[src/hw/s16_cpu_pkg.sv]
package s16_cpu_pkg;

    // Word address, CPU address bits 12 to 1
    typedef logic [11:0] cpu_addr_t;

    typedef logic [15:0] cpu_word_t;

    // Write-only bus, dsn bit 1 is the upper byte lane
    typedef struct packed {
        cpu_addr_t  addr;
        cpu_word_t  din;
        logic [1:0] dsn;
        logic       we;
    } cpu_bus_t;

    typedef struct packed {
        logic tile;
        logic pal;
        logic vreg;
    } cpu_sel_t;

endpackage

[src/hw/s16_vregs.sv]
module s16_vregs(
    input  logic                  clk,
    input  logic                  rst_n,
    input  s16_cpu_pkg::cpu_bus_t cpu,
    input  logic                  vreg_cs,
    input  logic                  frame_start,
    output logic                  video_en,
    output logic [7:0]            scroll_y
);

    logic       low_wr;
    logic [7:0] scroll_pend;

    // Both registers live in the low byte lane
    assign low_wr = vreg_cs && cpu.we && !cpu.dsn[0];

    always_ff @(posedge clk or negedge rst_n) begin
        if (!rst_n) begin
            video_en    <= 1'b0;
            scroll_pend <= 8'd0;
        end else if (low_wr) begin
            if (cpu.addr[0]) begin
                scroll_pend <= cpu.din[7:0];
            end else begin
                video_en <= cpu.din[0];
            end
        end
    end

    // Scroll takes effect only as a new frame starts
    always_ff @(posedge clk or negedge rst_n) begin
        if (!rst_n) begin
            scroll_y <= 8'd0;
        end else if (frame_start) begin
            scroll_y <= scroll_pend;
        end
    end

endmodule

[config.mk]
export PLATFORM = sky130hd
export DESIGN_NAME = s16_vregs
export DESIGN_NICKNAME = d
export VERILOG_FILES = /design/src/hw/s16_cpu_pkg.sv /design/src/hw/s16_vregs.sv
export SDC_FILE = /design/constraint.sdc
export NUM_CORES = 1
export LEC_CHECK = 0
export BUFFER_PORTS_ARGS = -buffer_cell sky130_fd_sc_hd__buf_2
export CAP_MARGIN = 15
export CORE_MARGIN = 2
export CORE_UTILIZATION = 39
export CTS_CLUSTER_DIAMETER = 40
export DETAILED_ROUTE_END_ITERATION = 16
export PLACE_DENSITY = 0.87
export SYNTH_ARGS = -nofsm -noshare
export SYNTH_HDL_FRONTEND = slang
export SYNTH_SLANG_ARGS = --single-unit
[constraint.sdc]
create_clock -name clk -period 1 [get_ports clk]
set_input_delay 0.2 -clock clk [delete_from_list [all_inputs] [get_ports clk]]
set_output_delay 0.2 -clock clk [all_outputs]
set_load 0.005 [all_outputs]
==> results.json <==
{
  "post_drt_wl_per_cell_um": 13.6,
  "grt_usage": 0.128,
  "mostFrequentLayoutCell": "buf_2",
  "setup_viol": 6,
  "p_leak_nw": 0.414,
  "reg2reg_depth": 1,
  "cts_resized": 0,
  "clkSlewWorstSetupHoldPaths_ns": 0.10,
  "critPathCapture": "scroll_y[0]",
  "rsz0062_at_grt": "yes",
  "synth.top_cell.area_share": 0.646,
  "vias": 401,
  "synth_cells": 37,
  "ys_types": 5,
  "diodes": 0,
  "drt_iter0_markers": 0,
  "cts.sinks": 17,
  "synth.avg_cell_area_um2": 17.8,
  "fin_area_um2": 826,
  "required_ns": 0.80,
  "cp_top_family": "flip-flops",
  "fmax_mhz": 985,
  "drc": 0,
  "whs_ns": 0.134,
  "vias_per_cell": 5.01,
  "synth_largest_area_cell": "dfrtp_1",
  "io_buffer_count": 23,
  "areaGrowthSynthToFinish_pct": 25.5,
  "cpMaxStageDelayCell": "dfrtp_1",
  "crit_cells": 1,
  "layout_setup_ws_ns": -0.0154,
  "startpoint": "scroll_y[0]",
  "ys_warn_count": 0,
  "min_period_ns": 1.02,
  "die_h_um": 45.1,
  "dr.pass1.iters": 1,
  "dp_hpwl_um": 844,
  "path_cells": "buf_2",
  "wl_um": 1090,
  "gp_congestion": 0.642,
  "violations": "negative setup slack",
  "outcome": "finished with violations",
  "max_cap_viol_count": 0,
  "grt_antenna_before_repair": 0,
  "overflow": 0,
  "syn_nets": 72,
  "criticalPathCategory": "flop to output port",
  "dieWidth_um": 45.1,
  "synth-simple-area-share": 0.0551,
  "cp-start-kind": "flop",
  "timing.rr.start": "scroll_pend[2]",
  "reg2reg_setup_slack_ns": 0.22,
  "core-area_um2": 1540,
  "max_stage_delay_ns": 0.40,
  "cts_max_path_buffers": 2,
  "nFillCells": 145,
  "grt_pass1_vias": 381,
  "endpoint_kind": "output port",
  "postRouteAntennaNets": 0,
  "root_buffer": "clkbuf_4",
  "rows": 14,
  "numCtsBuffers": 3,
  "cts_tree": "yes",
  "arrival_ns": 0.82,
  "min_period_over_period": 1.02,
  "r2r_end": "scroll_pend[2]",
  "seq_area_frac_synth": 0.646,
  "relSlewSlack": 0.752,
  "nNetsFinal": 100,
  "ys_ff_latch": 17,
  "synth_top_family_by_area": "multiplexers",
  "hold_viol": 0,
  "dpl-instance-area_um2": 788,
  "yosys-top-cells-area": "dfrtp_1, mux2_2, nand4b_4",
  "synthAdderAreaFrac": 0,
  "synth_compound_area_frac": 0,
  "critPathMaxFanout": 2,
  "htreeDepth": 1,
  "power_w": 0.00162,
  "vdd_ir_drop_max_uv": 1000,
  "timing.critical_path.buf_inv": 1,
  "worst_pin_slew_ns": 0.372,
  "synthMuxAreaShare": 0.291,
  "drive_gt1_frac": 0.703,
  "start_util": 0.427,
  "powerDensity_nw_per_um2": 1960,
  "synth_area_um2": 658,
  "synth_xor_area_frac": 0,
  "slew_viol_final": 0,
  "grt_max_degree": 18,
  "mostFrequentLayoutCells": "buf_2, mux2_2, dfrtp_1, clkbuf_4",
  "fp.dieArea_um2": 2030,
  "insertion_delay_ns": 0.29,
  "grt_pass1_wl_um": 1730,
  "hold_path_class": "input pin to flop",
  "finClkSkew_ns": 0.00711,
  "setup-tns-final_ns": -0.0392,
  "pin_count": 44
}
[layout make-up]
type / instances / area [um2] / share of cell area
Tap cell: 16 / 20.0 / 0.0242
Sequential cell: 17 / 425 / 0.515
Clock buffer: 3 / 22.5 / 0.0273
Multi-Input combinational cell: 19 / 228 / 0.276
Timing Repair Buffer: 24 / 125 / 0.152
Clock inverter: 1 / 5.00 / 0.00606
[worst min-delay path by stage]
| stage | slack [ns] | cells after the start | end | start |
|---|---|---|---|---|
| 3_3_place_gp | 0.13 | 1 | scroll_pend[3] | rst_n |
| 2_1_floorplan | -0.1 | 0 | scroll_pend[0] | rst_n |
| 4_1_cts | 0.13 | 2 | scroll_pend[1] | cpu[4] |
| 3_5_place_dp | 0.14 | 1 | scroll_pend[3] | rst_n |
| 6_report | 0.13 | 2 | scroll_pend[1] | cpu[4] |
| 5_1_grt | 0.12 | 2 | scroll_pend[1] | cpu[4] |
[logic make-up (layout without fill, tap and decap cells)]
family | count (synthesis) | in the layout
AND/OR/NAND/NOR | 2 | 2
flip-flops | 17 | 17
buffers and inverters | 1 | 28
multiplexers | 17 | 17
[power by group]
part | internal, W | switching, W
Combinational | 0.000214 | 0.000118
Sequential | 0.000853 | 0.0000780
Clock | 0.000148 | 0.000211
[per-layer routing]
metal	part of all wire	track usage	routed length, um	vias up
li1	-	-	-	188
met1	0.44	0.173	480	196
met2	0.48	0.186	523	17
met3	0.076	0.0360	82	0
met4	0	0.0706	0	0
met5	0	0	0	-
[flip-flops by register name, summed over array words and instances, names as in the netlist]
signal and cells:
video_en 1, scroll_y 8, scroll_pend 8
[through the flow]
stage	cells	util	setup slack (ns)
2_1_floorplan	37	-	0.113
3_3_place_gp	75	0.511	-0.0145
3_5_place_dp	75	0.511	-0.0448
4_1_cts	80	0.536	-0.0318
5_1_grt	80	0.536	-0.0646
6_report	80	0.536	-0.0154
[what timing repair did]
item	in CTS	in global routing
buffers inserted	0	0
endpoints found under the hold margin	17	0
pin swaps	0	0
endpoints found under the setup margin	8	9
hold buffers	1	0
[cells in the mapped netlist]
master	number
and4bb_1	1
mux2_2	17
nand4b_4	1
buf_2	1
dfrtp_1	17
Note: power is estimated with default switching activity, not from simulation.
