**src/hw/s16_cpu_pkg.sv**
```systemverilog
package s16_cpu_pkg;

    // Word address, CPU address bits 12 to 1
    typedef logic [11:0] cpu_addr_t;

    typedef logic [15:0] cpu_word_t;

    // Write-only bus, dsn bit 1 is the upper byte lane
    typedef struct packed {
        cpu_addr_t  addr;
        cpu_word_t  din;
        logic [1:0] dsn;
        logic       we;
    } cpu_bus_t;

    typedef struct packed {
        logic tile;
        logic pal;
        logic vreg;
    } cpu_sel_t;

endpackage

```
**src/hw/s16_video_pkg.sv**
```systemverilog
package s16_video_pkg;

    // Screen position, 9 bits each way
    typedef logic [8:0] hpos_t;
    typedef logic [8:0] vpos_t;

    // Upper nibble is the tile colour, lower nibble the pixel
    typedef logic [7:0] pal_idx_t;

    typedef logic [4:0] rgb5_t;

    typedef logic [8:0] tile_code_t;

    // Tile code followed by the 3-bit row in the tile
    typedef logic [11:0] rom_addr_t;

    // Eight 4-bit pixels, leftmost in the lowest nibble
    typedef logic [31:0] rom_data_t;

    // All active high, blanks are high in the active area
    typedef struct packed {
        logic hs;
        logic vs;
        logic lhbl;
        logic lvbl;
    } sync_t;

    // One pixel with its own blanking
    typedef struct packed {
        pal_idx_t idx;
        logic     lhbl;
        logic     lvbl;
    } video_pix_t;

    typedef enum logic [1:0] {
        FETCH_IDLE,
        FETCH_MAP,
        FETCH_ROM
    } fetch_st_e;

endpackage
```
**src/hw/s16_palette.sv**
```systemverilog
module s16_palette(
    input  logic                      clk,
    input  logic                      rst_n,
    input  logic                      pxl_cen,
    input  s16_cpu_pkg::cpu_bus_t     cpu,
    input  logic                      pal_cs,
    input  logic                      video_en,
    input  s16_video_pkg::video_pix_t pix,
    output s16_video_pkg::rgb5_t      red,
    output s16_video_pkg::rgb5_t      green,
    output s16_video_pkg::rgb5_t      blue,
    output logic                      LHBL_dly,
    output logic                      LVBL_dly
);
    import s16_cpu_pkg::*;

    // Entry is x-R-G-B, 5 bits per channel
    cpu_word_t pal_ram [256];
    cpu_word_t pal_q;
    logic      show;

    always_ff @(posedge clk) begin
        if (pal_cs && cpu.we) begin
            if (!cpu.dsn[1]) pal_ram[cpu.addr[7:0]][15:8] <= cpu.din[15:8];
            if (!cpu.dsn[0]) pal_ram[cpu.addr[7:0]][7:0]  <= cpu.din[7:0];
        end
        // Index is stable for a whole pixel, so the read settles early
        pal_q <= pal_ram[pix.idx];
    end

    assign show = pix.lhbl && pix.lvbl && video_en;

    always_ff @(posedge clk or negedge rst_n) begin
        if (!rst_n) begin
            red      <= '0;
            green    <= '0;
            blue     <= '0;
            LHBL_dly <= 1'b0;
            LVBL_dly <= 1'b0;
        end else if (pxl_cen) begin
            LHBL_dly <= pix.lhbl;
            LVBL_dly <= pix.lvbl;
            if (show) begin
                red   <= pal_q[14:10];
                green <= pal_q[9:5];
                blue  <= pal_q[4:0];
            end else begin
                red   <= '0;
                green <= '0;
                blue  <= '0;
            end
        end
    end

endmodule

```
**config.mk**
```make
export PLATFORM = sky130hd
export DESIGN_NAME = s16_palette
export DESIGN_NICKNAME = d
export VERILOG_FILES = /design/src/hw/s16_cpu_pkg.sv /design/src/hw/s16_video_pkg.sv /design/src/hw/s16_palette.sv
export SDC_FILE = /design/constraint.sdc
export NUM_CORES = 2
export LEC_CHECK = 0
export ABC_AREA = 1
export BUFFER_PORTS_ARGS = -buffer_cell sky130_fd_sc_hd__buf_2
export CAP_MARGIN = 10
export CORE_ASPECT_RATIO = 0.9
export CORE_UTILIZATION = 30
export DETAILED_ROUTE_END_ITERATION = 10
export GPL_TIMING_DRIVEN = 1
export SYNTH_ARGS = -nofsm -noshare
export SYNTH_HDL_FRONTEND = slang
export SYNTH_SLANG_ARGS = --single-unit
```
**constraint.sdc**
```tcl
create_clock -name clk -period 1.4 [get_ports clk]
set_clock_uncertainty 0.15 [all_clocks]
set_input_delay 0.07 -clock clk [delete_from_list [all_inputs] [get_ports clk]]
set_output_delay 0.07 -clock clk [all_outputs]
set_load 0.01 [all_outputs]
```
==> metrics.md <==
| Metric | Value |
|---|---|
| Finished layout cell area | around 0.2 mm² |
| IO Port Bufs | 57 |
| Vias in the first global route | about 100k |
| Fmax | roughly 0.55 GHz |
| Clock Tree Buf Depth | 4 |
| MaxCap Viol Count | 0 |
| Pins Over Slew Limit | 0 |
| Placement Cell Area | 0.180 mm² |
| GR Util All Layers | 17.6% |
| EDFF count, synth | 3840 |
| Vias | 110000 |
| Remaining DRCs | 0 |
| Synth Net Count | ~13000 |
| Worst EP required | between 2 and 2.5 ns |
| P per Cell Area | around 1300 mW/mm² |
| Sinks on Clock Net | 3872 |
| Final worst path period share | 130% |
| Seq/Total Area, Yosys | between 70 and 80% |
| Slew headroom | between 40% and 50% |
| Final Hold Viols | 42 |
| Post-route ant nets | 0 |
| GPL Wtd Cong | 0.875 |
| Die height | 691 µm |
| Crit Path Class | register to register |
| Unrepaired setup endpoints after global routing | true |
| Post-DP HPWL | 309000 µm |
| Avg Inst Size Synth | 12.0 µm² |
| Hold Slack | -0.229 ns |
| P&R area growth vs syn | 23.3% |
| Status | complete, but fails checks |
| Clock root buffer | clkbuf_16 |
| Tightest Pin Transition | 0.792 ns |
| Failing checks | negative hold slack, negative setup slack |
| Initial Util | 30.2% |
| Initial antenna violation count | 39 |
| Clk Latency, worst-skew pair | 1.00 ns |
| DIE WIDTH | 768 µm |
| Maximum vdd drop | ~0.0011 V |
| HP Class | input pin to register |
| Final setup viols | approximately 700 |
| Detailed Route Iter0 Violations | 13900 |
| I/O pins | 63 |
| Worst setup SP type | register |
| Num CTS Buffers | 397 |
| First-pass GRT wire length | 709000 µm |
| Worst EP arrival | 2.56 ns |
| Mean routed wirelength per cell | ~23 µm |
| DP Cell Count | 20800 |
| Post-route setup slack | -0.423 ns |
| Final #Nets | ~14000 |
| TritonRoute pass-1 iters | 6 |
| Area of the die | 0.530 mm² |
| Non-Filler Instances | 21600 |
| WL final | 487000 µm |
| Most common cell after layout, fill and taps aside | nand2_1 |
| Largest net degree at the start of global routing | 80 |
| Cell row count | 252 |
| Post-Syn Instances | roughly 13000 |
| Core Region | 0.524 mm² |
| Main synth FF type | edfxtp_1 |
| Global route overflow | 0 |
| Share of cells above drive strength 1 | roughly 18% |
| Post-synth ARST share | 0.439% |
| Post-synth cell types | 22 |
| Worst-path fanout max | 1 |
| Synthesized area | 0.158 mm² |
| Leakage | between 60 and 70 nW |
| Commonest non-fill, non-tap cells in the layout | nand2_1, edfxtp_1, nand3_1, buf_4, clkbuf_16 |
| CTS tree | built |
| Yosys warns | 0 |
| CTS clk-pin slew, worst paths | 0.06 ns |
| Synth Register Bits | between 3000 and 4000 |
| CTS H-Tree Depth | 5 |
| Nature of the critical path endpoint | register |
| Post-route minimum period | 1.82 ns |
| Via/cell ratio | 5.09 |
[synth_stat cells (12+ instances only)]
library cell  instances  area, µm²
nand2_1            3951      14800
edfxtp_1           3840     115000
nand3_1            3780      18900
nor3_1              512       2560
buf_2               425       2130
clkbuf_1            241        905
buf_4               204       1530
buf_1                76        285
buf_6                54        608
inv_1                46        173
dfrtp_1              17        425
dfxtp_1              15        300
o22ai_1              15       93.8
nor2_1               12       45.0
[worst paths after layout]
check | cells after the start | slack [ns] | from | to
max | 10 | -0.42 | pal_ram[37][8] | pal_q[8]
min | 8 | -0.23 | pix[5] | pal_q[0]
max reg2reg | 10 | -0.42 | pal_ram[37][8] | pal_q[8]
min reg2reg | 2 | 0.34 | pal_q[2] | blue[2]
max in group asynchronous | 3 | 0.56 | rst_n | blue[2]
min in group asynchronous | 3 | 0.08 | rst_n | LVBL_dly
[stage by stage]
stage	setup WS [ns]	power, mW	utilization (%)	hold WS (ns)	setup TNS [ns]
finish	-0.423	248	37.2	-0.229	-29.64
global route	-0.455	255	37.2	-0.216	-42.06
CTS	-0.411	249	36.9	-0.189	-196.58
detailed placement	-1.33	148	34.2	-0.144	-1289.07
global placement	-1.38	148	34.2	-0.151	-1246.26
floorplan	-0.444	138	-	-0.376	-1342.92
[flip-flops by register name, indices dropped and copies added, names as in the netlist]
name and cells:
LHBL_dly 1, LVBL_dly 1, blue 5, green 5, pal_q 15, pal_ram 3840, red 5
[power breakdown]
group | internal (mW) | switching (mW)
sequential | 127 | 0.182
combinational | 6.03 | 13.2
clock | 55.7 | 45.4
total | 189 | 58.8
[area by class of cell]
cell class | instances | area (µm²)
antenna | 8 | 20.0
clock buffer | 489 | 10400
clock inverter | 235 | 1900
fill | 49500 | 329000
inverter | 50 | 241
multi-input combinational | 8275 | 39900
sequential | 3872 | 116000
tap | 6985 | 8740
timing repair buffer | 1685 | 17900
[critical path, stage by stage (launching register included)]
cell and delay (ns):
edfxtp_1 0.37, nand2_1 0.08, nand3_1 0.08, nand3_1 0.10, nand3_1 0.12, nand3_1 0.29, nand3_1 0.22, nand3_1 0.13
nand2_1 0.07, nand2_1 0.06, nand2_1 0.06
[routing by layer]
metal | track usage [%] | wire length, µm | vias to the layer above
li1 | - | - | 49600
met1 | 25.8 | 209000 | 54300
met2 | 26.9 | 216000 | 5271
met3 | 3.00 | 47400 | 764
met4 | 4.97 | 13900 | 10
met5 | 0 | 70 | -
[kinds of logic (layout without fill, tap and decap cells)]
kind of cell,count (synthesis),in the layout,synth area share (%)
buffers and inverters,1053,2459,3.60
AND/OR/NAND/NOR,8258,8258,23.0
multiplexers,2,2,0.0142
AO/OA/AOI/OAI,15,15,0.0593
other,0,8,0
flip-flops,3872,3872,73.3
[what timing repair did]
item | CTS | global route
hold buffers | 59 | 9
endpoints found under the setup margin | 32 | 2829
cloned | 0 | 1
pin swaps | 29 | 51
resized for setup | 249 | 258
endpoints found under the hold margin | 7201 | 1001
buffers inserted | 6 | 8
(Power assumes the default switching activity.)
