$ cat config.mk
export PLATFORM = sky130hd
export DESIGN_NAME = s16_vtimer
export DESIGN_NICKNAME = d
export VERILOG_FILES = /design/src/hw/s16_video_pkg.sv /design/src/hw/s16_vtimer.sv
export SDC_FILE = /design/constraint.sdc
export NUM_CORES = 1
export LEC_CHECK = 0
export ABC_CLOCK_PERIOD_IN_PS = 1600
export BUFFER_PORTS_ARGS = -buffer_cell sky130_fd_sc_hd__buf_2
export CAP_MARGIN = 25
export CORE_ASPECT_RATIO = 0.6
export CORE_UTILIZATION = 29
export DETAILED_ROUTE_END_ITERATION = 10
export REMOVE_ABC_BUFFERS = 1
export SYNTH_ARGS = -nofsm -noshare
export SYNTH_HDL_FRONTEND = slang
export SYNTH_SLANG_ARGS = --single-unit
$ cat constraint.sdc
create_clock -name clk -period 1.6 [get_ports clk]
set_input_delay 0.16 -clock clk [delete_from_list [all_inputs] [get_ports clk]]
set_output_delay 0.16 -clock clk [all_outputs]
set_load 0.03 [all_outputs]
$ cat src/hw/s16_video_pkg.sv
package s16_video_pkg;

    // Screen position, 9 bits each way
    typedef logic [8:0] hpos_t;
    typedef logic [8:0] vpos_t;

    // Upper nibble is the tile colour, lower nibble the pixel
    typedef logic [7:0] pal_idx_t;

    typedef logic [4:0] rgb5_t;

    typedef logic [8:0] tile_code_t;

    // Tile code followed by the 3-bit row in the tile
    typedef logic [11:0] rom_addr_t;

    // Eight 4-bit pixels, leftmost in the lowest nibble
    typedef logic [31:0] rom_data_t;

    // All active high, blanks are high in the active area
    typedef struct packed {
        logic hs;
        logic vs;
        logic lhbl;
        logic lvbl;
    } sync_t;

    // One pixel with its own blanking
    typedef struct packed {
        pal_idx_t idx;
        logic     lhbl;
        logic     lvbl;
    } video_pix_t;

    typedef enum logic [1:0] {
        FETCH_IDLE,
        FETCH_MAP,
        FETCH_ROM
    } fetch_st_e;

endpackage
$ cat src/hw/s16_vtimer.sv
module s16_vtimer #(
    parameter int H_TOTAL  = 384,
    parameter int H_ACTIVE = 256,
    parameter int HS_START = 296,
    parameter int HS_LEN   = 32,
    parameter int V_TOTAL  = 262,
    parameter int V_ACTIVE = 224,
    parameter int VS_START = 234,
    parameter int VS_LEN   = 3
)(
    input  logic                 clk,
    input  logic                 rst_n,
    output logic                 pxl2_cen,
    output logic                 pxl_cen,
    output s16_video_pkg::hpos_t hdump,
    output s16_video_pkg::vpos_t vdump,
    output s16_video_pkg::sync_t sync,
    output logic                 frame_start
);
    import s16_video_pkg::*;

    logic [2:0] div;
    logic       h_wrap;
    logic       v_last;

    // Master clock divided by 8 for the pixel, by 4 for the double rate
    always_ff @(posedge clk or negedge rst_n) begin
        if (!rst_n) begin
            div <= 3'd0;
        end else begin
            div <= div + 3'd1;
        end
    end

    assign pxl_cen  = div == 3'd0;
    assign pxl2_cen = div[1:0] == 2'd0;

    assign h_wrap      = pxl_cen && hdump == hpos_t'(H_TOTAL - 1);
    assign v_last      = vdump == vpos_t'(V_TOTAL - 1);
    assign frame_start = h_wrap && v_last;

    always_ff @(posedge clk or negedge rst_n) begin
        if (!rst_n) begin
            hdump <= '0;
            vdump <= '0;
        end else begin
            if (pxl_cen) begin
                hdump <= h_wrap ? hpos_t'(0) : hdump + hpos_t'(1);
            end
            // Line counter steps once per line
            if (h_wrap) begin
                vdump <= v_last ? vpos_t'(0) : vdump + vpos_t'(1);
            end
        end
    end

    // Raw timing decoded straight from the counters
    always_comb begin
        sync.hs   = hdump >= hpos_t'(HS_START) && hdump < hpos_t'(HS_START + HS_LEN);
        sync.vs   = vdump >= vpos_t'(VS_START) && vdump < vpos_t'(VS_START + VS_LEN);
        sync.lhbl = hdump < hpos_t'(H_ACTIVE);
        sync.lvbl = vdump < vpos_t'(V_ACTIVE);
    end

endmodule

==> results.ini <==
[global_routing]
grt_overflow = 0
track_usage_pct = 15.4
antenna_found_initial = 0
grt_pass1_vias = 996
use_met3_pct = 4.00
grt_pass1_wl_um = 4790
globalRouteMet2Util_pct = 23.4
grt.busiest_layer = met2
grt_max_degree = 22
grt_util_met1_pct = 22.5

[worst_setup_path]
path_class = register to primary output
slowest_stage = or4_4
critical-path-top-delay-family = simple AND/OR/NAND/NOR gates
worstPathRequired_ps = 1440
cp_data_arrival_time_ps = 1690
cp_max_fo = 2
critical_path_buf_inv_count = 2
path_cells = or4_4 -> buf_6 -> nor3_4 -> buf_6
slowest_delay_ps = 560
crit_path_end_kind = primary output
crit_top_cell = buf_6
startpoint_type = register

[timing]
setup_viol = 10
fmax_mhz = 541
slew_headroom_pct = 68.2
maxSlewViolCount = 0
tightest_slew_ps = 476
timing.final.crit_share_pct = 116
report.final.hold_viol_count = 0
clock_skew_ps = 5.85
setup_ws_ps = -250
rsz0062_at_grt = true
fin_setup_tns_ps = -968
period_minus_slack_ps = 1850

[floorplanning]
dieWidth_um = 82.5
core_um2 = 3700
rows = 17
initial_core_util_pct = 30.5
io_pins = 27
die_height_um = 50.3
dieArea_um2 = 4150

[power_and_ir_drop]
p_leak_uw = 0.000925
intPower_uw = 706
pwr-share-seq_pct = 59.4
switching_share_pct = 20.8
powerDensity_nw_per_um2 = 489
p_switching_uw = 186
irDropWorstVdd_v = 0.000331
comb_power_share_pct = 1.4
clock_power_share_pct = 39.1

[route]
drc = 0
antenna_left = 0
wire_per_inst_um = 13.1
dr.first_iter.drc_count = 27
firstDrtPassIters = 4
vias = 1101
wl_um = 3000
avgViaCountPerCell = 4.81

[layout]
diodes = 0
nets = 191
final_layout_size_suffix_gt1_share_pct = 53.8
layout.cells.non_filler = 229
syn2layout_area_growth_pct = 61.5

[logic_synthesis]
synth_edf_count = 0
synth_compound_area_share_pct = 10.3
synthFlopType = dfrtp_1
synthAdderAreaFrac_pct = 6.65
yosysSeqAreaShare_pct = 46.6
ys_ff_latch = 21
syn_avg_cell_area_um2 = 10.2
synth_commonest_cells = dfrtp_1, inv_1, o21ai_0, nor2_1, xnor2_1
yosys_warnings = 0
synthMuxAreaShare_pct = 1.88
syn_inst = 111
synthArstFlopShare_pct = 100
yosys.area.top_type = dfrtp_1
yosys.area_share.simple_pct = 24.1
synth_area_um2 = 1130
yosysMostFrequentCell = dfrtp_1
synthTopCellsByArea = dfrtp_1, ha_1, xnor2_1
netlist.area_leader.share_pct = 46.6
synth_xor_area_share_pct = 6.98
synth_top_family_by_area = simple AND/OR/NAND/NOR gates
ys_types = 36

[placement]
dp_cells = 205
dp_hpwl_um = 2050
gp_congestion = 0.864
port-buffer-count = 26

[clock_network]
h-tree-depth = 1
cts_tree = done
cts_max_path_buffers = 2
cts_buffers = 3
root_buffer = clkbuf_8
numClockSinks = 21
insertion_delay_ps = 260
clk_pin_slew_ps = 80

[run_status]
violations = negative setup slack
run_status = finished with violations

[worst_hold_path]
hp-class = input pin to async pin

[job]
cap_violations = 0

## path summary, 6_finish.rpt
| kind | start | end | slack (ps) | cells after the start |
|---|---|---|---|---|
| max in group asynchronous | rst_n | vdump[0]$_DFFE_PN0N_ | 870 | 2 |
| worst min-delay path | rst_n | vdump[2]$_DFFE_PN0N_ | 380 | 2 |
| min in group clk | vdump[7]$_DFFE_PN0N_ | vdump[7]$_DFFE_PN0N_ | 550 | 1 |
| worst min register to register | vdump[7]$_DFFE_PN0N_ | vdump[7]$_DFFE_PN0N_ | 550 | 1 |
| worst max register to register | vdump[3]$_DFFE_PN0N_ | vdump[0]$_DFFE_PN0N_ | -150 | 6 |
| worst max-delay path | vdump[3]$_DFFE_PN0N_ | frame_start | -250 | 4 |
## what timing repair did
action | CTS | global route
setup buffers | 10 | 9
endpoints found under the hold margin | 21 | 0
gates resized for setup | 23 | 23
setup endpoints to repair | 13 | 16
hold buffers | 1 | 0
gates cloned | 0 | 0
pin swaps | 5 | 11
## routing by layer
layer  vias to the layer above  part of all wire [%]  routed length (um)
met2                        27                    46                1370
met4                         0                  0.20                   6
li1                        537                     -                   -
met3                         2                   4.7                 141
met5                         -                     0                   0
met1                       535                    49                1490
## worst reg2reg max path, stage by stage, from the launching register on
cell and delay, ps:
dfrtp_1 380, or4_4 560, buf_6 140, nor2_4 130
buf_6 140, nor2_4 40, mux2_2 250
## registers in the layout (all words and copies together) (netlist names)
signal,cells
vdump,9
hdump,9
div,3
## cell families after synthesis
kind of cell / Yosys count
xor gates and xnor gates: 9
AOI/OAI and AO/OA: 18
muxes: 2
and+or+nand+nor: 45
buffers and inverters: 10
DFF: 21
adders and majority gates: 6
## per-stage QoR
step / power [uW] / utilization [%] / area, um^2 / hold WS [ps] / setup slack (ps)
2_1_floorplan: 541 / - / 1120 / -136 / -735
3_3_place_gp: 553 / 40.0 / 1480 / 153 / -195
3_5_place_dp: 553 / 40.0 / 1480 / 155 / -281
4_1_cts: 904 / 45.7 / 1690 / 407 / -236
5_1_grt: 935 / 49.3 / 1820 / 433 / -287
6_report: 892 / 49.3 / 1820 / 384 / -250
## placed cells by master, fill, tap and decap left out, drive strengths merged
master / instances
nor2b: 3
xnor2: 7
mux2i: 1
o211ai: 1
nand4: 4
mux2: 1
nor3b: 1
nand2b: 2
ha: 6
clkbuf: 3
dfrtp: 21
nand4b: 2
or4: 2
and3: 3
clkinv: 1
o21ai: 9
a21o: 2
or2: 1
a22o: 3
buf: 68
nand3: 4
a21oi: 1
nand2: 5
nor4: 1
inv: 8
nand3b: 1
nor2: 8
xor2: 2
o31ai: 1
nor3: 6
or3: 2
dlygate4sd3: 1
a31oi: 1
## area by class of cell
type | instances | area [um^2]
tap | 47 | 58.8
clock buffer | 3 | 41.3
timing repair buffer | 69 | 503
clock inverter | 1 | 5.00
fill | 345 | 1880
multi-input combinational | 80 | 658
inverter | 8 | 30.0
sequential | 21 | 527
## power groups by stage
stage | Combinational, uW | Clock, uW | Sequential, uW
2_1_floorplan | 0.000245 | 0 | 541
3_3_place_gp | 12.2 | 0 | 541
3_5_place_dp | 12.4 | 0 | 541
4_1_cts | 14.2 | 360 | 530
5_1_grt | 15.5 | 389 | 530
6_report | 12.8 | 349 | 530
Power figures use the tool's default switching activity.
